[src/source/pru_ctrl_pkg.sv]
package pru_ctrl_pkg;

    typedef enum logic [1:0] {
        ST_IDLE    = 2'd0,
        ST_NEW_SBU = 2'd1,
        ST_CNT_MEM = 2'd2
    } pru_state_t;

    // descending starts from the top sbu and top row
    typedef enum logic {
        ORDER_ASC  = 1'b0,
        ORDER_DESC = 1'b1
    } scan_order_t;

endpackage

[src/source/sort_geom_pkg.sv]
package sort_geom_pkg;

    // one count-memory row spans this many banks
    localparam int BK_NUM             = 4;
    localparam int SBU_NUM            = 16;
    localparam int ROWS_PER_SBU       = 4;
    localparam int MAX_PREFETCH_DEPTH = 31;

    localparam int SBU_ADDR_W   = $clog2(SBU_NUM);
    localparam int ROW_ADDR_W   = $clog2(ROWS_PER_SBU);
    localparam int CNT_ADDR_W   = SBU_ADDR_W + ROW_ADDR_W;
    // level may reach the full depth
    localparam int FIFO_LEVEL_W = $clog2(MAX_PREFETCH_DEPTH + 1);

    typedef logic [SBU_ADDR_W-1:0]   sbu_addr_t;
    typedef logic [ROW_ADDR_W-1:0]   row_addr_t;
    // sbu index on top, row below
    typedef logic [CNT_ADDR_W-1:0]   cnt_addr_t;
    typedef logic [FIFO_LEVEL_W-1:0] fifo_level_t;

endpackage
[src/source/scan_cnt_if.sv]
`timescale 1ns/100ps

interface scan_cnt_if;

    logic                      load;
    logic                      step_sbu;
    logic                      step_row;
    sort_geom_pkg::sbu_addr_t  sbu_cnt;
    sort_geom_pkg::row_addr_t  row_cnt;
    logic                      sbu_last;
    logic                      row_last;

    // sequencer side
    modport seq (
        output load, step_sbu, step_row,
        input  sbu_cnt, row_cnt, sbu_last, row_last
    );

    // counter side
    modport cnt (
        input  load, step_sbu, step_row,
        output sbu_cnt, row_cnt, sbu_last, row_last
    );

endinterface

[src/source/pru_scan_cnt.sv]
`timescale 1ns/100ps

module pru_scan_cnt (
    input  logic                      clk_i,
    input  logic                      arst_n_i,
    input  pru_ctrl_pkg::scan_order_t order_i,
    scan_cnt_if.cnt                   cnt
);

    localparam sort_geom_pkg::sbu_addr_t SBU_MAX =
        sort_geom_pkg::sbu_addr_t'(sort_geom_pkg::SBU_NUM - 1);
    localparam sort_geom_pkg::row_addr_t ROW_MAX =
        sort_geom_pkg::row_addr_t'(sort_geom_pkg::ROWS_PER_SBU - 1);
    localparam sort_geom_pkg::sbu_addr_t SBU_ONE = sort_geom_pkg::sbu_addr_t'(1);
    localparam sort_geom_pkg::row_addr_t ROW_ONE = sort_geom_pkg::row_addr_t'(1);

    logic                     desc;
    sort_geom_pkg::sbu_addr_t sbu_first;
    sort_geom_pkg::sbu_addr_t sbu_end;
    sort_geom_pkg::sbu_addr_t sbu_nxt;
    sort_geom_pkg::sbu_addr_t sbu_q;
    sort_geom_pkg::row_addr_t row_first;
    sort_geom_pkg::row_addr_t row_end;
    sort_geom_pkg::row_addr_t row_nxt;
    sort_geom_pkg::row_addr_t row_q;

    assign desc = (order_i == pru_ctrl_pkg::ORDER_DESC);

    // first and last positions swap with the order
    assign sbu_first = desc ? SBU_MAX : '0;
    assign sbu_end   = desc ? '0 : SBU_MAX;
    assign row_first = desc ? ROW_MAX : '0;
    assign row_end   = desc ? '0 : ROW_MAX;

    assign sbu_nxt = desc ? (sbu_q - SBU_ONE) : (sbu_q + SBU_ONE);
    assign row_nxt = desc ? (row_q - ROW_ONE) : (row_q + ROW_ONE);

    always_ff @(posedge clk_i or negedge arst_n_i) begin
        if (!arst_n_i) begin
            sbu_q <= '0;
        end else if (cnt.load) begin
            sbu_q <= sbu_first;
        end else if (cnt.step_sbu) begin
            sbu_q <= sbu_nxt;
        end
    end

    // a new sbu always starts at its first row
    always_ff @(posedge clk_i or negedge arst_n_i) begin
        if (!arst_n_i) begin
            row_q <= '0;
        end else if (cnt.load || cnt.step_sbu) begin
            row_q <= row_first;
        end else if (cnt.step_row) begin
            row_q <= row_nxt;
        end
    end

    assign cnt.sbu_cnt  = sbu_q;
    assign cnt.row_cnt  = row_q;
    assign cnt.sbu_last = (sbu_q == sbu_end);
    assign cnt.row_last = (row_q == row_end);

endmodule

[src/flat_wrapper.sv]
// flat-port wrapper written by rule: the top's interface ports become plain ports
module pru_scan_cnt_flat 
  (clk_i, arst_n_i, order_i, cnt_load, cnt_step_sbu, cnt_step_row, cnt_sbu_cnt, cnt_row_cnt, cnt_sbu_last, cnt_row_last);
  scan_cnt_if cnt_i ();
  input  logic clk_i;
  input  logic arst_n_i;
  input  pru_ctrl_pkg::scan_order_t order_i;
  input wire logic [$bits(cnt_i.load)-1:0] cnt_load;
  input wire logic [$bits(cnt_i.step_sbu)-1:0] cnt_step_sbu;
  input wire logic [$bits(cnt_i.step_row)-1:0] cnt_step_row;
  output wire logic [$bits(cnt_i.sbu_cnt)-1:0] cnt_sbu_cnt;
  output wire logic [$bits(cnt_i.row_cnt)-1:0] cnt_row_cnt;
  output wire logic [$bits(cnt_i.sbu_last)-1:0] cnt_sbu_last;
  output wire logic [$bits(cnt_i.row_last)-1:0] cnt_row_last;
  assign cnt_i.load = cnt_load;
  assign cnt_i.step_sbu = cnt_step_sbu;
  assign cnt_i.step_row = cnt_step_row;
  assign cnt_sbu_cnt = cnt_i.sbu_cnt;
  assign cnt_row_cnt = cnt_i.row_cnt;
  assign cnt_sbu_last = cnt_i.sbu_last;
  assign cnt_row_last = cnt_i.row_last;
  pru_scan_cnt u_core (.clk_i(clk_i), .arst_n_i(arst_n_i), .order_i(order_i), .cnt(cnt_i));
endmodule
[config.mk]
export PLATFORM = sky130hd
export DESIGN_NAME = pru_scan_cnt_flat
export DESIGN_NICKNAME = d
export VERILOG_FILES = /design/src/source/pru_ctrl_pkg.sv /design/src/source/sort_geom_pkg.sv /design/src/source/scan_cnt_if.sv /design/src/source/pru_scan_cnt.sv /design/src/flat_wrapper.sv
export SDC_FILE = /design/constraint.sdc
export NUM_CORES = 1
export LEC_CHECK = 0
export BUFFER_PORTS_ARGS = -buffer_cell sky130_fd_sc_hd__buf_2
export CORE_AREA = 8 8 45 47
export CTS_CLUSTER_SIZE = 8
export DETAILED_ROUTE_END_ITERATION = 6
export DIE_AREA = 0 0 53 55
export PLACE_DENSITY = 0.53
export SLEW_MARGIN = 5
export SYNTH_ARGS = -nofsm -noshare
export SYNTH_HDL_FRONTEND = slang
export SYNTH_SLANG_ARGS = --single-unit
[constraint.sdc]
create_clock -name clk_i -period 1.8 [get_ports clk_i]
set_input_delay 0.36 -clock clk_i [delete_from_list [all_inputs] [get_ports clk_i]]
set_output_delay 0.36 -clock clk_i [all_outputs]
set_load 0.02 [all_outputs]
-- Word-level counts from Yosys, hierarchy flattened
Index checks and enable logic that the tools add are counted.
- multiply operators: 0
- multiplexer cells: 10
- $add $sub $neg: 4
- shift operators: 0
- div/mod/pow operators: 0
- bitwise operators: 0
- reductions and logical operators: 3
- $lt $le $gt $ge: 0
- equal/unequal tests: 2
- operators with widths (operator ; number):
    4-bit 2-to-1 mux ; 5
    2-bit 2-to-1 mux ; 5
    4-bit by 1-bit adder with 4-bit output, second input constant ; 1
    4-bit equality test ; 1
    2-bit nonzero test ; 2
    4-bit by 1-bit subtractor with 4-bit output, second input constant ; 1
    2-bit by 1-bit adder with 2-bit output, second input constant ; 1
    2-bit equality test ; 1
    2-bit by 1-bit subtractor with 2-bit output, second input constant ; 1
    1-bit logical OR ; 1
- input bits: 6
- memories: 0
- memory bits (writable): 0
- output and inout bits: 8
- bits in read-only memories: 0
- logic and storage cells: 21
- bits in latches: 0
- register bits: 6

-- Logic depth before layout (Yosys ltp)
- word-level depth: 4
- gate-level depth with buffers: 6
- gate-level depth less buffers: 6

-- Worst setup path before layout
Ideal clock, no wire load.
- kind: register -> register
- start point: register u_core.sbu_q[1], in the netlist u_core.cnt.sbu_cnt[1]
- end point: register u_core.sbu_q[3], in the netlist u_core.cnt.sbu_cnt[3]
- buffers on the path: 0
- setup time: 124 ps
- clock period less this slack: 1628 ps
- data required time: 1676 ps
- cell stages (with the launch flop): 6
- slack: 172 ps
- arrival: 1504 ps
- path through: dfrtp_1 ha_1 a21o_1 a21oi_2 mux2i_1 a211o_1
- cells in the longest elaborated chain, start to end: 4
- elaborated cells on any way between the ends: 5
- classes of those cells: add/sub: 2; mux: 3
- ends and longest elaborated chain (what ; line ; RTL):
    from (decl) ; pru_scan_cnt.sv:21 ; sort_geom_pkg::sbu_addr_t sbu_q;
    from (signal assigned) ; pru_scan_cnt.sv:42 ; sbu_q <= sbu_first;
    from (signal assigned) ; pru_scan_cnt.sv:44 ; sbu_q <= sbu_nxt;
    4-bit by 1-bit adder with 4-bit output or 4-bit by 1-bit subtractor with 4-bit output (tied branches) ; pru_scan_cnt.sv:35 ; assign sbu_nxt = desc ? (sbu_q - SBU_ONE) : (sbu_q + SBU_ONE);
    4-bit 2-to-1 mux * ; pru_scan_cnt.sv:35 ;
    4-bit 2-to-1 mux * ; pru_scan_cnt.sv:43 ; end else if (cnt.step_sbu) begin
    4-bit 2-to-1 mux * ; pru_scan_cnt.sv:41 ; end else if (cnt.load) begin
Mark *: on every way between the ends. The rest lies on a longest branch, timed or not. The select of a mux whose other input is x is not followed.
A chain may end at the register's enable or synchronous reset.

-- Worst setup path after layout
- start point: register u_core.sbu_q[2], in the netlist u_core.cnt.sbu_cnt[2]
- end point: output port cnt_sbu_last
- cells in the longest elaborated chain, start to end: 1
- ends and longest elaborated chain (what ; line ; RTL):
    4-bit equality test ; pru_scan_cnt.sv:61 ; assign cnt.sbu_last = (sbu_q == sbu_end);
    to (decl) ; flat_wrapper.sv:13 ; output wire logic [$bits(cnt_i.sbu_last)-1:0] cnt_sbu_last;
No other way between the ends.

==> flow_metrics.tcl <==
set metrics [dict create \
    ir_worst_vdd_mv 0.506 \
    required_ps 1440 \
    cts_tree "yes" \
    finalCriticalPeriod_ps 1670 \
    clkSinkCount 6 \
    start_util_pct 32.6 \
    final.setup_skew_ps 1.85 \
    nets 83 \
    r2r-start "u_core.cnt.sbu_cnt[1]" \
    worst_r2r_path_depth 5 \
    p_leak_nw 0.285 \
    cts_buffers 3 \
    power_density_nw_per_um2 834 \
    worstHoldStart "order_i" \
    final_cells 88 \
    ant_nets 0 \
    gp_congestion 0.751 \
    hpwl_um 845 \
    fin_crit_sh_pct 92.9 \
    final_hold_viol_count 0 \
    hold_depth 3 \
    drive_above_1_share_pct 27.8 \
    clk-insertion-delay-late_ps 240 \
    syn_area_um2 452 \
    antenna_cells 0 \
    cp-start-kind "flip-flop" \
    rsz0062_at_grt "no" \
    drtIter0Drc 5 \
    grt_usage_pct 9.11 \
    worstMarginPinSlew_ps 231 \
    crit_type "flip-flop to output pin" \
    max_freq_ghz 0.598 \
    hold_class "input port to flip-flop" \
    clockBufferDepth 2 \
    core_um2 1380 \
    portBuffers 13 \
    routed_wl_um 1060 \
    dr.pass1.iters 2 \
    syn_inst 56 \
    grt_max_degree 11 \
    dp_cells 84 \
    ys_warn_count 0 \
    cts.clk_slew.worst_paths_ps 40 \
    syn_avg_cell_area_um2 8.07 \
    die_w_um 53 \
    hold_path_end "u_core.cnt.sbu_cnt[1]" \
    max-cap-violations 0 \
    endpoint_kind "output pin" \
    relSlewSlack_pct 84.6 \
    outcome "finished, final reports clean" \
    final_common_cell "buf_2" \
    ios 14 \
    fillers 152 \
    post_cts_buffers 0 \
    die_h_um 55 \
    arrival_ps 1310 \
    final-setup-viol-count 0 \
    reg2reg_slack_ps 170 \
    most-common-layout-cells "buf_2 (13), nor2_1 (8), nand2_1 (7), dfrtp_1 (6)" \
    antenna_found_initial 0 \
    setup-tns-final_ps 0 \
    routedWlPerCell_um 12.1 \
    drc_errors 0 \
    grt_pass1_vias 434 \
    whs_ps 452 \
    cts-root-buf "clkbuf_4" \
    ys_ff_latch 6 \
    grt_first_pass_wirelength_um 1950 \
    syn_nets 65 \
    final_util_pct 42.0 \
    reg2reg_to "u_core.cnt.sbu_cnt[3]" \
    synth-seq-area-share_pct 33.2 \
    cp_max_fo 3 \
    htreeDepth 1 \
    finalMaxSlewViolations 0 \
    grt-ovfl-total 0 \
    die-area_um2 2920 \
    viasPerCell 4.84 \
    synthToLayoutAreaGrowth_pct 28.5 \
    rows 14 \
    synth.distinct_cells 23 \
    via_count 426 \
]
==> metrics by stage <==
stage / power [W] / worst slack [ps] / cell area, um^2
2_1_floorplan: 0.000303 / 172 / 452
3_3_place_gp: 0.000357 / 140 / 536
3_5_place_dp: 0.000359 / 116 / 536
4_1_cts: 0.000486 / 65.4 / 568
5_1_grt: 0.000531 / 15.8 / 581
6_report: 0.000484 / 128 / 581
==> flip-flops by register name, summed over array words and instances (netlist names) <==
register            flops
u_core.cnt.sbu_cnt      4
u_core.cnt.row_cnt      2
==> worst max-delay path by stage <==
stage                                       end  slack, ps  cells after the start             startpoint
after floorplan           u_core.cnt.sbu_cnt[3]        170                      5  u_core.cnt.sbu_cnt[1]
after global placement    u_core.cnt.sbu_cnt[3]        140                      6                order_i
after detailed placement  u_core.cnt.sbu_cnt[3]        120                      6                order_i
after CTS                          cnt_sbu_last         70                      4  u_core.cnt.sbu_cnt[2]
after global routing               cnt_sbu_last         20                      4  u_core.cnt.sbu_cnt[1]
final                              cnt_sbu_last        130                      4  u_core.cnt.sbu_cnt[2]
==> cell families (layout without fill, tap and decap cells) <==
| family | count (synthesis) | in the layout | synth area share (%) |
|---|---|---|---|
| mux | 3 | 3 | 6.93 |
| buf+inv | 6 | 22 | 5.26 |
| compound gates | 13 | 13 | 18.0 |
| simple gates | 22 | 22 | 20.8 |
| fa+ha+maj | 3 | 3 | 9.97 |
| xor+xnor | 3 | 3 | 5.82 |
| flops | 6 | 6 | 33.2 |
==> layout make-up <==
class	count	area [um^2]	share of cell area, %
Multi-Input combinational cell	44	290	50.0
Sequential cell	6	150	25.9
Timing Repair Buffer	15	82.6	14.2
Clock buffer	3	22.5	3.88
Tap cell	16	20.0	3.45
Inverter	4	15.0	2.59
==> routing by layer <==
| metal | track usage (%) | wire [um] | up-vias |
|---|---|---|---|
| met2 | 12.9 | 489 | 7 |
| met4 | 6.47 | 18 | 0 |
| li1 | - | - | 226 |
| met5 | 0 | 0 | - |
| met3 | 2.41 | 55 | 4 |
| met1 | 11.7 | 500 | 189 |
==> synthesized netlist by cell type (all sizes together) <==
cell | count | area [um^2]
nor2 | 8 | 30.0
nand2 | 7 | 26.3
dfrtp | 6 | 150
a21oi | 4 | 23.8
inv | 4 | 15.0
nand3 | 4 | 20.0
o21ai | 4 | 20.0
xor2 | 3 | 26.3
ha | 2 | 25.0
mux2i | 2 | 20.0
a211o | 1 | 8.76
a21o | 1 | 7.51
a22oi | 1 | 7.51
buf | 1 | 5.00
clkbuf | 1 | 3.75
fa | 1 | 20.0
mux2 | 1 | 11.3
nor2b | 1 | 6.26
nor3 | 1 | 5.00
o211ai | 1 | 7.51
o22ai | 1 | 6.26
or3 | 1 | 6.26
==> what timing repair did <==
item	4_1_cts	5_1_grt
endpoints found under the hold margin	6	0
hold buffers	1	0
setup endpoints to repair	0	1
gates resized for setup	0	1
==> where the power goes <==
part	leakage, nW	switching (W)	internal, W	total [W]
clock	0.0138	0.0000437	0.0000751	0.000119
combinational	0.202	0.000107	0.0000793	0.000187
sequential	0.0695	0.0000254	0.000153	0.000179
==> critical path, cell delays in order, from the launching register on <==
cell and delay [ps]:
dfrtp_1 420, ha_4 300, nand2_1 70, a21oi_1 110, buf_2 170
Note: power is estimated with default switching activity, not from simulation.
