<file path="config.mk">
export PLATFORM = sky130hd
export DESIGN_NAME = pru_scan_fsm_flat
export DESIGN_NICKNAME = d
export VERILOG_FILES = /design/src/source/pru_ctrl_pkg.sv /design/src/source/sort_geom_pkg.sv /design/src/source/scan_cnt_if.sv /design/src/source/pru_scan_fsm.sv /design/src/flat_wrapper.sv
export SDC_FILE = /design/constraint.sdc
export NUM_CORES = 1
export LEC_CHECK = 0
export ABC_AREA = 1
export BUFFER_PORTS_ARGS = -buffer_cell sky130_fd_sc_hd__buf_2
export CAP_MARGIN = 30
export CORE_AREA = 2 2 39 41
export DETAILED_ROUTE_END_ITERATION = 6
export DIE_AREA = 0 0 41 43
export GPL_TIMING_DRIVEN = 0
export PLACE_DENSITY = 0.49
export SYNTH_ARGS = -nofsm -noshare
export SYNTH_HDL_FRONTEND = slang
export SYNTH_SLANG_ARGS = --single-unit
</file>
<file path="constraint.sdc">
create_clock -name clk_i -period 3.3 [get_ports clk_i]
set_clock_uncertainty 0.15 [all_clocks]
set_input_delay 0.99 -clock clk_i [delete_from_list [all_inputs] [get_ports clk_i]]
set_output_delay 0.99 -clock clk_i [all_outputs]
set_load 0.01 [all_outputs]
</file>
<file path="src/source/pru_ctrl_pkg.sv">
package pru_ctrl_pkg;

    typedef enum logic [1:0] {
        ST_IDLE    = 2'd0,
        ST_NEW_SBU = 2'd1,
        ST_CNT_MEM = 2'd2
    } pru_state_t;

    // descending starts from the top sbu and top row
    typedef enum logic {
        ORDER_ASC  = 1'b0,
        ORDER_DESC = 1'b1
    } scan_order_t;

endpackage

</file>
<file path="src/source/sort_geom_pkg.sv">
package sort_geom_pkg;

    // one count-memory row spans this many banks
    localparam int BK_NUM             = 4;
    localparam int SBU_NUM            = 16;
    localparam int ROWS_PER_SBU       = 4;
    localparam int MAX_PREFETCH_DEPTH = 31;

    localparam int SBU_ADDR_W   = $clog2(SBU_NUM);
    localparam int ROW_ADDR_W   = $clog2(ROWS_PER_SBU);
    localparam int CNT_ADDR_W   = SBU_ADDR_W + ROW_ADDR_W;
    // level may reach the full depth
    localparam int FIFO_LEVEL_W = $clog2(MAX_PREFETCH_DEPTH + 1);

    typedef logic [SBU_ADDR_W-1:0]   sbu_addr_t;
    typedef logic [ROW_ADDR_W-1:0]   row_addr_t;
    // sbu index on top, row below
    typedef logic [CNT_ADDR_W-1:0]   cnt_addr_t;
    typedef logic [FIFO_LEVEL_W-1:0] fifo_level_t;

endpackage
</file>
<file path="src/source/scan_cnt_if.sv">
`timescale 1ns/100ps

interface scan_cnt_if;

    logic                      load;
    logic                      step_sbu;
    logic                      step_row;
    sort_geom_pkg::sbu_addr_t  sbu_cnt;
    sort_geom_pkg::row_addr_t  row_cnt;
    logic                      sbu_last;
    logic                      row_last;

    // sequencer side
    modport seq (
        output load, step_sbu, step_row,
        input  sbu_cnt, row_cnt, sbu_last, row_last
    );

    // counter side
    modport cnt (
        input  load, step_sbu, step_row,
        output sbu_cnt, row_cnt, sbu_last, row_last
    );

endinterface

</file>
<file path="src/source/pru_scan_fsm.sv">
`timescale 1ns/100ps

module pru_scan_fsm (
    input  logic                      clk_i,
    input  logic                      arst_n_i,
    input  logic                      start_i,
    input  logic                      sbu_rd_vld_i,
    input  logic                      sbu_rd_data_i,
    input  logic                      room_ok_i,
    scan_cnt_if.seq                   cnt,
    output logic                      sbu_rd_vld_o,
    output sort_geom_pkg::sbu_addr_t  sbu_rd_addr_o,
    output logic                      cnt_rd_vld_o,
    output sort_geom_pkg::cnt_addr_t  cnt_rd_addr_o,
    output logic                      done_o
);

    pru_ctrl_pkg::pru_state_t state_q;
    pru_ctrl_pkg::pru_state_t state_d;

    logic in_idle;
    logic in_new_sbu;
    logic in_cnt_mem;
    logic sbu_hit;
    logic sbu_miss;
    logic rd_fire;
    logic sbu_done;

    assign in_idle    = (state_q == pru_ctrl_pkg::ST_IDLE);
    assign in_new_sbu = (state_q == pru_ctrl_pkg::ST_NEW_SBU);
    assign in_cnt_mem = (state_q == pru_ctrl_pkg::ST_CNT_MEM);

    // flag response for the current sbu
    assign sbu_hit  = in_new_sbu & sbu_rd_vld_i & sbu_rd_data_i;
    assign sbu_miss = in_new_sbu & sbu_rd_vld_i & ~sbu_rd_data_i;

    // one count read per cycle with room
    assign rd_fire  = in_cnt_mem & room_ok_i;

    // current sbu finished by empty flag or by its last row
    assign sbu_done = sbu_miss | (rd_fire & cnt.row_last);

    always_comb begin
        state_d = state_q;
        case (state_q)
            pru_ctrl_pkg::ST_IDLE: begin
                if (start_i) begin
                    state_d = pru_ctrl_pkg::ST_NEW_SBU;
                end
            end
            pru_ctrl_pkg::ST_NEW_SBU: begin
                if (sbu_hit) begin
                    state_d = pru_ctrl_pkg::ST_CNT_MEM;
                end else if (sbu_miss && cnt.sbu_last) begin
                    state_d = pru_ctrl_pkg::ST_IDLE;
                end
            end
            pru_ctrl_pkg::ST_CNT_MEM: begin
                if (rd_fire && cnt.row_last) begin
                    state_d = cnt.sbu_last ? pru_ctrl_pkg::ST_IDLE
                                           : pru_ctrl_pkg::ST_NEW_SBU;
                end
            end
            default: begin
                state_d = pru_ctrl_pkg::ST_IDLE;
            end
        endcase
    end

    always_ff @(posedge clk_i or negedge arst_n_i) begin
        if (!arst_n_i) begin
            state_q <= pru_ctrl_pkg::ST_IDLE;
        end else begin
            state_q <= state_d;
        end
    end

    // counters sit at the first position while idle
    assign cnt.load     = in_idle;
    assign cnt.step_row = rd_fire & ~cnt.row_last;
    assign cnt.step_sbu = sbu_done & ~cnt.sbu_last;

    assign sbu_rd_vld_o  = in_new_sbu;
    assign sbu_rd_addr_o = cnt.sbu_cnt;

    assign cnt_rd_vld_o  = rd_fire;
    assign cnt_rd_addr_o = {cnt.sbu_cnt, cnt.row_cnt};

    // final transition back to idle
    assign done_o = sbu_done & cnt.sbu_last;

endmodule

</file>
<file path="src/flat_wrapper.sv">
// flat-port wrapper written by rule: the top's interface ports become plain ports
module pru_scan_fsm_flat 
  (clk_i, arst_n_i, start_i, sbu_rd_vld_i, sbu_rd_data_i, room_ok_i, sbu_rd_vld_o, sbu_rd_addr_o, cnt_rd_vld_o, cnt_rd_addr_o, done_o, cnt_load, cnt_step_sbu, cnt_step_row, cnt_sbu_cnt, cnt_row_cnt, cnt_sbu_last, cnt_row_last);
  scan_cnt_if cnt_i ();
  input  logic clk_i;
  input  logic arst_n_i;
  input  logic start_i;
  input  logic sbu_rd_vld_i;
  input  logic sbu_rd_data_i;
  input  logic room_ok_i;
  output logic sbu_rd_vld_o;
  output sort_geom_pkg::sbu_addr_t sbu_rd_addr_o;
  output logic cnt_rd_vld_o;
  output sort_geom_pkg::cnt_addr_t cnt_rd_addr_o;
  output logic done_o;
  output wire logic [$bits(cnt_i.load)-1:0] cnt_load;
  output wire logic [$bits(cnt_i.step_sbu)-1:0] cnt_step_sbu;
  output wire logic [$bits(cnt_i.step_row)-1:0] cnt_step_row;
  input wire logic [$bits(cnt_i.sbu_cnt)-1:0] cnt_sbu_cnt;
  input wire logic [$bits(cnt_i.row_cnt)-1:0] cnt_row_cnt;
  input wire logic [$bits(cnt_i.sbu_last)-1:0] cnt_sbu_last;
  input wire logic [$bits(cnt_i.row_last)-1:0] cnt_row_last;
  assign cnt_load = cnt_i.load;
  assign cnt_step_sbu = cnt_i.step_sbu;
  assign cnt_step_row = cnt_i.step_row;
  assign cnt_i.sbu_cnt = cnt_sbu_cnt;
  assign cnt_i.row_cnt = cnt_row_cnt;
  assign cnt_i.sbu_last = cnt_sbu_last;
  assign cnt_i.row_last = cnt_row_last;
  pru_scan_fsm u_core (.clk_i(clk_i), .arst_n_i(arst_n_i), .start_i(start_i), .sbu_rd_vld_i(sbu_rd_vld_i), .sbu_rd_data_i(sbu_rd_data_i), .room_ok_i(room_ok_i), .cnt(cnt_i), .sbu_rd_vld_o(sbu_rd_vld_o), .sbu_rd_addr_o(sbu_rd_addr_o), .cnt_rd_vld_o(cnt_rd_vld_o), .cnt_rd_addr_o(cnt_rd_addr_o), .done_o(done_o));
endmodule
</file>
# Word level (Yosys, flattened, before mapping)
# Cells that the tools add are included.
classes:
  eq_ne: 5
  muxes: 6
  bitwise: 12
  n_reduce_logical: 4
op_table:
  columns: ["op", "n"]
  rows:
  - ["1-bit bitwise AND", 8]
  - ["2-bit two-way mux", 4]
  - ["2-bit case mux with 3 select lines", 1]
  - ["2-bit inequality test (second input constant)", 2]
  - ["3-bit inequality test (second input constant)", 1]
  - ["1-bit inverter", 3]
  - ["3-bit AND reduction", 1]
  - ["2-bit by 1-bit == test with 1-bit output (second input constant)", 1]
  - ["2-bit == test (second input constant)", 1]
  - ["1-bit logical AND", 2]
  - ["2-bit zero test", 1]
  - ["1-bit two-way mux", 1]
  - ["1-bit bitwise OR", 1]
totals:
  regBits: 2
  inputBits: 14
  output_inout_bits: 16
  wordCells: 28

# Depth between registers and ports, before layout
# Gate-level depths: netlist of run 1.
logic_depth:
  ltp_word: 7
  depth_mapped: 6
  ltp_nobuf: 6

# Worst setup path after synthesis of run 1
# OpenSTA, ideal clock, no wires.
synth_path:
  kind: "input-to-output"
  from: "input room_ok_i"
  to: "output cnt_step_sbu"
  t_arrival_ps: 1346
  t_required_ps: 2160
  setup_slack_ps: 814
  stages: 4
  n_path_buf: 0
  cell_sequence: "nand2_1 nor2_1 nor2_1 nor2_1"
synth_between:
  elab_chain_cells: 4
synth_rtl:
  columns: ["item", "line", "source"]
  rows:
  - ["start, declared", "flat_wrapper.sv:10", "input logic room_ok_i;"]
  - ["1-bit bitwise AND", "pru_scan_fsm.sv:38", "assign rd_fire = in_cnt_mem & room_ok_i;"]
  - ["1-bit bitwise AND", "pru_scan_fsm.sv:41", "assign sbu_done = sbu_miss | (rd_fire & cnt.row_last);"]
  - ["1-bit bitwise OR", "pru_scan_fsm.sv:41", null]
  - ["1-bit bitwise AND", "pru_scan_fsm.sv:81", "assign cnt.step_sbu = sbu_done & ~cnt.sbu_last;"]
  - ["end, declared", "flat_wrapper.sv:17", "output wire logic [$bits(cnt_i.step_sbu)-1:0] cnt_step_sbu;"]
# No other way between the ends.

# Final worst setup path of run 1
# Same ends and word-level chain as after synthesis.

==> flow_summary.ini, run 1 <==
[synth]
yosys_warnings = 0
synth_seq_cells = 2
syn_area_per_cell_um2 = 6.064
synthCells = 39
synth.distinct_cells = 11
ys_seq_area_share_pct = 21.16
syn-num-nets = 53
syn_area_um2 = 236.5

[floorplanning]
start_util_pct = 17.09
die_y_um = 43
dieWidth_um = 41
rows = 14
core_mm2 = 0.001384
die_area_mm2 = 0.001763
io_pins = 30

[place]
io_buffers = 23
pre_cts_slack_ns = 0.6025
dpl.hpwl_um = 479.1
gp_congestion = 0.6489

[sta]
worstMarginPinSlew_ns = 0.2291
tns_ns = 0
fmaxAchievable_mhz = 372.2
hold_viol_final = 0
setup_violations = 0
drv_slew = 0
min_period_ns = 2.687
fin_crit_sh_pct = 81.42
layout_setup_ws_ns = 0.6132
slew_headroom_pct = 84.56
grt_setup_unrepaired = no

[setup_path]
path_max_fanout = 3
worstSetupStartpointType = input port
reg2reg_slack_ns = 2.18
criticalPathCategory = in -> out
crit_arrival_ns = 1.55
crit_required_ns = 2.16
cp-end-kind = output port

[pwr]
seq_power_share_pct = 23.2
internal_power_uw = 122.2
power.leakage_uw = 0.0002632
p_switching_uw = 81.38
sw_frac_of_total_pct = 39.97
clockPowerShare_pct = 25.8
total_power_uw = 203.6
p_per_area_mw_per_mm2 = 516.6
peakVddDrop_v = 0.0001319
p_comb_share_pct = 51.0

[clocking]
cts_hold_buf = 0
cts_tree = built
cts_made_buffers = 3
clk_pin_slew_ns = 0.03
cts-root-buf = clkbuf_4
clock-sinks = 2
clkLatencyLatePin_ns = 0.22
cts_setup_buffers = 0
clockBufferDepth = 2
h-tree-depth = 1
cts_resized = 0

[routing]
first_pass_iters = 4
antenna_left = 0
viasPerCell = 3.506
routed_wl_um = 534
num_vias = 284
wl_per_cell_um = 6.593
drc = 0
drt_iter0_markers = 3

[job]
maxCapViolations = 0

[layout]
final_layout_size_suffix_gt1_share_pct = 58.46
area_growth_pct = 66.67
mostFrequentLayoutCell = buf_2
largest-register = u_core.state_q
final_nets = 81
mostFrequentLayoutCells = buf_2 (23), buf_4 (10), nor2_1 (8)
largest_register_ff_count = 2
reg_top3 = u_core.state_q (2)
antenna_cells = 0

[grt]
grt_first_pass_wirelength_um = 855
grt_max_degree = 5
grt_pass1_vias = 236
gr-total-overflow = 0
antenna_found_initial = 0
grt_use_total_pct = 7.129

[status]
outcome = finished, final reports clean

[min_path]
min_path_type = in -> async
==> logic make-up after synthesis <==
family	Yosys count	synth area share, %
flops	2	21.16
compound gates	3	6.347
simple gates	17	29.63
buf+inv	17	42.85
==> final timing paths <==
| kind | from | to | depth (start not counted) |
|---|---|---|---|
| setup / recovery | room_ok_i | cnt_step_sbu | 6 |
| hold / removal | arst_n_i | u_core.state_q[0] | 1 |
| setup reg to reg | u_core.state_q[1] | u_core.state_q[0] | 5 |
| hold reg to reg | u_core.state_q[0] | u_core.state_q[0] | 3 |
| max in group asynchronous | arst_n_i | u_core.state_q[1] | 1 |
| min in group clk_i | u_core.state_q[0] | u_core.state_q[0] | 3 |
==> stage by stage <==
stage          util (%)  cells  hold slack [ns]  cell area, um2
5_1_grt           28.48     81           0.3839           394.1
3_5_place_dp      26.85     78           0.4584           371.6
2_1_floorplan         -     39           0.4234           236.5
6_report          28.48     81           0.3969           394.1
4_1_cts           28.48     81           0.3875           394.1
3_3_place_gp      26.85     78           0.4602           371.6
==> power groups by stage <==
stage	logic, uW	clock network, uW	registers [uW]
after floorplan	69.7	0	45.3
after global placement	106	0	47.3
after detailed placement	106	0	48.0
after CTS	106	56.0	47.5
after global routing	119	59.0	50.3
final	104	52.6	47.2
==> cells in the mapped netlist <==
cell type	number	share of area [%]
buf_4	10	32
nor2_1	8	13
inv_1	6	9.5
nand2_1	6	9.5
dfrtp_1	2	21
o21ai_0	2	4.2
a21oi_1	1	2.1
inv_2	1	1.6
nand3_1	1	2.1
nand4_1	1	2.6
nor2_2	1	2.6
==> final cells by class <==
type,count,area (um2)
Tap cell,16,20.02
Inverter,7,26.28
Timing Repair Buffer,23,115.1
Buffer,10,75.07
Clock buffer,3,22.52
Multi-Input combinational cell,20,85.08
Fill cell,171,989.7
Sequential cell,2,50.05
==> worst max-delay path, cell delays in order <==
cell and delay, ns:
buf_2 0.10, nand2_1 0.09, nor2_1 0.05, nor2_1 0.13, nor2_1 0.05, buf_2 0.13
==> layer usage <==
layer  vias to the layer above  global-route usage, %  routed length (um)
met5                         -                      0                   0
met4                         0                  6.000                   0
met3                         0                  1.571                  42
met2                        10                  10.00                 278
met1                       113                  8.682                 213
li1                        161                      -                   -
Note: power is estimated with default switching activity, not from simulation.
==> inputs of run 2 (changes only) <==
PLACE_DENSITY = 0.51   (was 0.49)
clock period = 2.3 ns   (was 3.3 ns; I/O delays follow)
==> flow_summary.ini, run 2 (same netlist as run 1, synthesis figures left out) <==
[place]
dp_cells = 78
dpl_cell_area_um2 = 371.6
dpl.hpwl_um = 450.5
gp_congestion = 0.5963
io_buffers = 23

[pwr]
peakVddDrop_v = 0.0001847
power.leakage_uw = 0.0002632
total_power_uw = 290.8
p_per_area_mw_per_mm2 = 737.8

[setup_path]
slowest_delay_ns = 0.38
cp-end-kind = output port
criticalPathCategory = reg -> out
path_max_fanout = 4
r2r_end = u_core.state_q[0]
cpMostUsedCell = nor2_1
reg2regPathDepth = 5
cp_num_buf_inv = 2
cp_slowest_cell = dfrtp_1
r2r_start = u_core.state_q[1]
crit_arrival_ns = 1.24
critPathTopFamily = simple AND/OR/NAND/NOR gates
critical_path.cell_chain = inv_1 -> nor2_1 -> nand2_1 -> nor2_1 -> nor2_1 -> nor2_1 -> buf_2
worstSetupStartpointType = register
reg2reg_slack_ns = 1.19
crit_required_ns = 1.46

[layout]
largest-register = u_core.state_q
nFillCells = 166
reg_top3 = u_core.state_q (2)
mostFrequentLayoutCell = buf_2
final_layout_size_suffix_gt1_share_pct = 58.46
largest_register_ff_count = 2
fin_cells = 81
area_growth_pct = 66.67
final_cell_area_um2 = 394.1
mostFrequentLayoutCells = buf_2 (23), buf_4 (10), nor2_1 (8)
antenna_cells = 0
final_nets = 81

[grt]
antenna_found_initial = 0
grt_pass1_vias = 250
grt_first_pass_wirelength_um = 841
grt_max_degree = 5
gr-total-overflow = 0
grt_use_total_pct = 7.222

[clocking]
cts-root-buf = clkbuf_4
clock-sinks = 2
cts_resized = 0
clockBufferDepth = 2
clkLatencyLatePin_ns = 0.22
clk_pin_slew_ns = 0.03
cts_tree = built
cts_made_buffers = 3
cts_hold_buf = 0
cts_setup_buffers = 0
h-tree-depth = 1

[routing]
antenna_left = 0
first_pass_iters = 3
drt_iter0_markers = 1
drc = 0
wl_per_cell_um = 6.222
routed_wl_um = 504
num_vias = 284
viasPerCell = 3.506

[sta]
min_period_ns = 2.078
slew_headroom_pct = 83.99
worst_hold_slack_ns = 0.09962
drv_slew = 0
setup_violations = 0
fin_crit_sh_pct = 90.34
tns_ns = 0
fmaxAchievable_mhz = 481.3
grt_setup_unrepaired = no
worstMarginPinSlew_ns = 0.2376
hold_viol_final = 0

[job]
maxCapViolations = 0

[floorplanning]
dieWidth_um = 41
io_pins = 30
die_y_um = 43
start_util_pct = 17.09
rows = 14
core_mm2 = 0.001384
die_area_mm2 = 0.001763

[min_path]
min_path_type = in -> async

[status]
outcome = finished, final reports clean
-- run 2: cell counts in the layout (fill, tap and decap cells not counted) --
No cell type changed its count.
-- run 2: power by group --
part	switching (uW)	internal, uW
registers	15.7	50.8
logic	82.8	67.3
clock network	16.9	57.3
total	115	175
-- run 2: how the worst max path moves through the flow --
stage / start / end / slack, ns / cells after the start
after detailed placement: room_ok_i / done_o / 0.22 / 6
final: u_core.state_q[1] / done_o / 0.22 / 7
after CTS: u_core.state_q[1] / done_o / 0.19 / 7
after global placement: room_ok_i / done_o / 0.23 / 6
after global routing: u_core.state_q[1] / done_o / 0.07 / 7
after floorplan: room_ok_i / cnt_step_sbu / 0.41 / 4
-- run 2: layout make-up --
class	instances	area (um2)	area share, %
Clock buffer	3	22.52	5.714
Buffer	10	75.07	19.05
Timing Repair Buffer	23	115.1	29.21
Sequential cell	2	50.05	12.70
Tap cell	16	20.02	5.079
Inverter	7	26.28	6.667
Multi-Input combinational cell	20	85.08	21.59
-- run 2: through the flow --
| stage | setup slack, ns | utilization, % |
|---|---|---|
| finish | 0.2221 | 28.48 |
| global route | 0.07079 | 28.48 |
| CTS | 0.1916 | 28.48 |
| detailed placement | 0.2188 | 26.85 |
| global placement | 0.2261 | 26.85 |
| floorplan | 0.4144 | - |
-- run 2: worst reg2reg max path, stage by stage, from the launching register on --
cell     delay (ns)
dfrtp_1        0.38
inv_1          0.05
nor2_1         0.13
o21ai_0        0.14
nand4_1        0.11
nand2_1        0.05
-- run 2: metal layers --
| layer | up-vias | routed length, um | track usage [%] |
|---|---|---|---|
| li1 | 158 | - | - |
| met4 | 0 | 0 | 8.000 |
| met3 | 0 | 43 | 1.571 |
| met5 | - | 0 | 0 |
| met1 | 114 | 195 | 7.372 |
| met2 | 12 | 264 | 10.63 |
==> inputs of run 3 (changes only) <==
ABC_AREA = not set   (was 1)
==> flow_summary.ini, run 3 <==
[sta]
tns_ns = 0
setup_violations = 0
min_period_ns = 2.132
slew_headroom_pct = 85.57
drv_slew = 0
layout_setup_ws_ns = 0.1678
fin_crit_sh_pct = 92.71
hold_viol_final = 0
worstMarginPinSlew_ns = 0.2164
fmaxAchievable_mhz = 469.0
grt_setup_unrepaired = no

[synth]
yosys.area.top_type_share_pct = 30.93
synthAdderAreaFrac_pct = 0
synth_compound_area_share_pct = 20.62
synth_area_leaders = buf_4 (31%), dfrtp_1 (21%), o32ai_2 (6.7%)
synth-simple-area-share_pct = 26.29
ys_seq_area_share_pct = 20.62
synth.distinct_cells = 16
synthCells = 28
yosys_warnings = 0
synth_xor_area_share_pct = 0
synth_most_common_cell = buf_4
synth_edf_count = 0
synthArstFlopShare_pct = 100.0
syn_area_per_cell_um2 = 8.669
synth_seq_cells = 2
syn_area_um2 = 242.7
synth-main-ff-cell = dfrtp_1
syn-num-nets = 42
synth_top_family_by_area = buffers and inverters
synthMuxAreaShare_pct = 0
synth_top_area_cell = buf_4
synth_commonest_cells = buf_4 (10), nor2_1 (3), dfrtp_1 (2)

[pwr]
sw_frac_of_total_pct = 35.26
seq_power_share_pct = 26.0
internal_power_uw = 189.6
p_comb_share_pct = 47.8
peakVddDrop_v = 0.0002694
clockPowerShare_pct = 26.2
total_power_uw = 292.9
p_switching_uw = 103.3
power.leakage_uw = 0.0002402
p_per_area_mw_per_mm2 = 731.6

[layout]
final_core_util_pct = 28.93
final_nets = 70
final_layout_size_suffix_gt1_share_pct = 72.22
antenna_cells = 0
nFillCells = 162
reg_top3 = u_core.state_q (2)
area_growth_pct = 64.95
mostFrequentLayoutCells = buf_2 (23), buf_4 (10), nor2_1 (3), clkbuf_4 (3), dfrtp_1 (2)
fin_cells = 70
largest-register = u_core.state_q
mostFrequentLayoutCell = buf_2
largest_register_ff_count = 2

[setup_path]
critical_path.cell_chain = buf_2 -> nand4bb_1 -> a21oi_1 -> buf_2
cpMostUsedCell = buf_2
reg2regPathDepth = 2
crit_arrival_ns = 1.29
slowest_delay_ns = 0.19
path_max_fanout = 3
cp_num_buf_inv = 2
crit_required_ns = 1.46
critPathTopFamily = buffers and inverters
worstSetupStartpointType = input port
r2r_start = u_core.state_q[0]
criticalPathCategory = in -> out
cp-end-kind = output port
crit_start = sbu_rd_data_i
worst-path-stages = 4
cp_slowest_cell = nand4bb_1

[grt]
gr-total-overflow = 0
grt_max_degree = 9
grt_first_pass_wirelength_um = 917
antenna_found_initial = 0
grt_use_total_pct = 7.631
grt_pass1_vias = 266

[place]
io_buffers = 23
gp_congestion = 0.6996
dp_cells = 67
dpl.hpwl_um = 494.8
pre_cts_slack_ns = 0.1522

[routing]
routed_wl_um = 578
drt_iter0_markers = 0
num_vias = 271
viasPerCell = 3.871
drc = 0
wl_per_cell_um = 8.257
first_pass_iters = 1
antenna_left = 0

[floorplanning]
io_pins = 30
rows = 14
die_area_mm2 = 0.001763
core_mm2 = 0.001384
start_util_pct = 17.54
die_y_um = 43
dieWidth_um = 41

[clocking]
clk_pin_slew_ns = 0.03
cts_resized = 0
clkLatencyLatePin_ns = 0.22
cts_tree = built
cts_hold_buf = 0
clockBufferDepth = 2
clock-sinks = 2
cts_made_buffers = 3
cts_setup_buffers = 0
h-tree-depth = 1
cts-root-buf = clkbuf_4

[min_path]
min_path_type = in -> async

[status]
outcome = finished, final reports clean

[job]
maxCapViolations = 0
[run 3: cell types whose count changed in the layout (fill, tap and decap cells not counted), moves of 2 or more]
cell	change
nor2_1	-5
o21ai_0	-2
nand2_1	-5
inv_1	-5
[run 3: final cells by class]
type	instances	area, um2	area share, %
Inverter	1	3.754	0.9375
Multi-Input combinational cell	15	113.9	28.44
Buffer	10	75.07	18.75
Tap cell	16	20.02	5.000
Sequential cell	2	50.05	12.50
Clock buffer	3	22.52	5.625
Timing Repair Buffer	23	115.1	28.75
[run 3: power by group through the flow]
stage	combinational (uW)	clock, uW	sequential (uW)
final	140	76.9	76.0
after global routing	154	84.3	80.5
after CTS	143	82.8	76.2
after detailed placement	143	0	76.6
after global placement	143	0	76.7
after floorplan	95.3	0	70.8
[run 3: path summary, 6_finish.rpt]
check,to,slack (ns)
min in group clk_i,u_core.state_q[0],0.46
hold reg to reg,u_core.state_q[0],0.46
setup reg to reg,u_core.state_q[1],1.16
max in group asynchronous,u_core.state_q[1],1.81
hold / removal,u_core.state_q[0],0.09
setup / recovery,cnt_step_sbu,0.17
[run 3: stage by stage]
step	area (um2)	hold WS, ns
floorplan	242.7	0.2444
finish	400.4	0.09472
detailed placement	377.9	0.3264
global placement	377.9	0.3247
global route	400.4	0.08479
CTS	400.4	0.08469
[run 3: logic make-up after synthesis]
logic type / after synthesis
DFF: 2
and+or+nand+nor: 10
buffers and inverters: 11
AOI/OAI and AO/OA: 5
[run 3: worst register-to-register path, cell delays in order, from the launching register on]
cell,delay [ns]
dfrtp_1,0.43
nor2b_2,0.18
a32o_2,0.26
[run 3: metal layers]
layer  routed length, um  vias up  GRT usage [%]
met2                 289       17          11.56
met3                  73        0          1.571
met1                 215      113          8.682
li1                    -      141              -
met4                   0        0          6.000
met5                   0        -              0
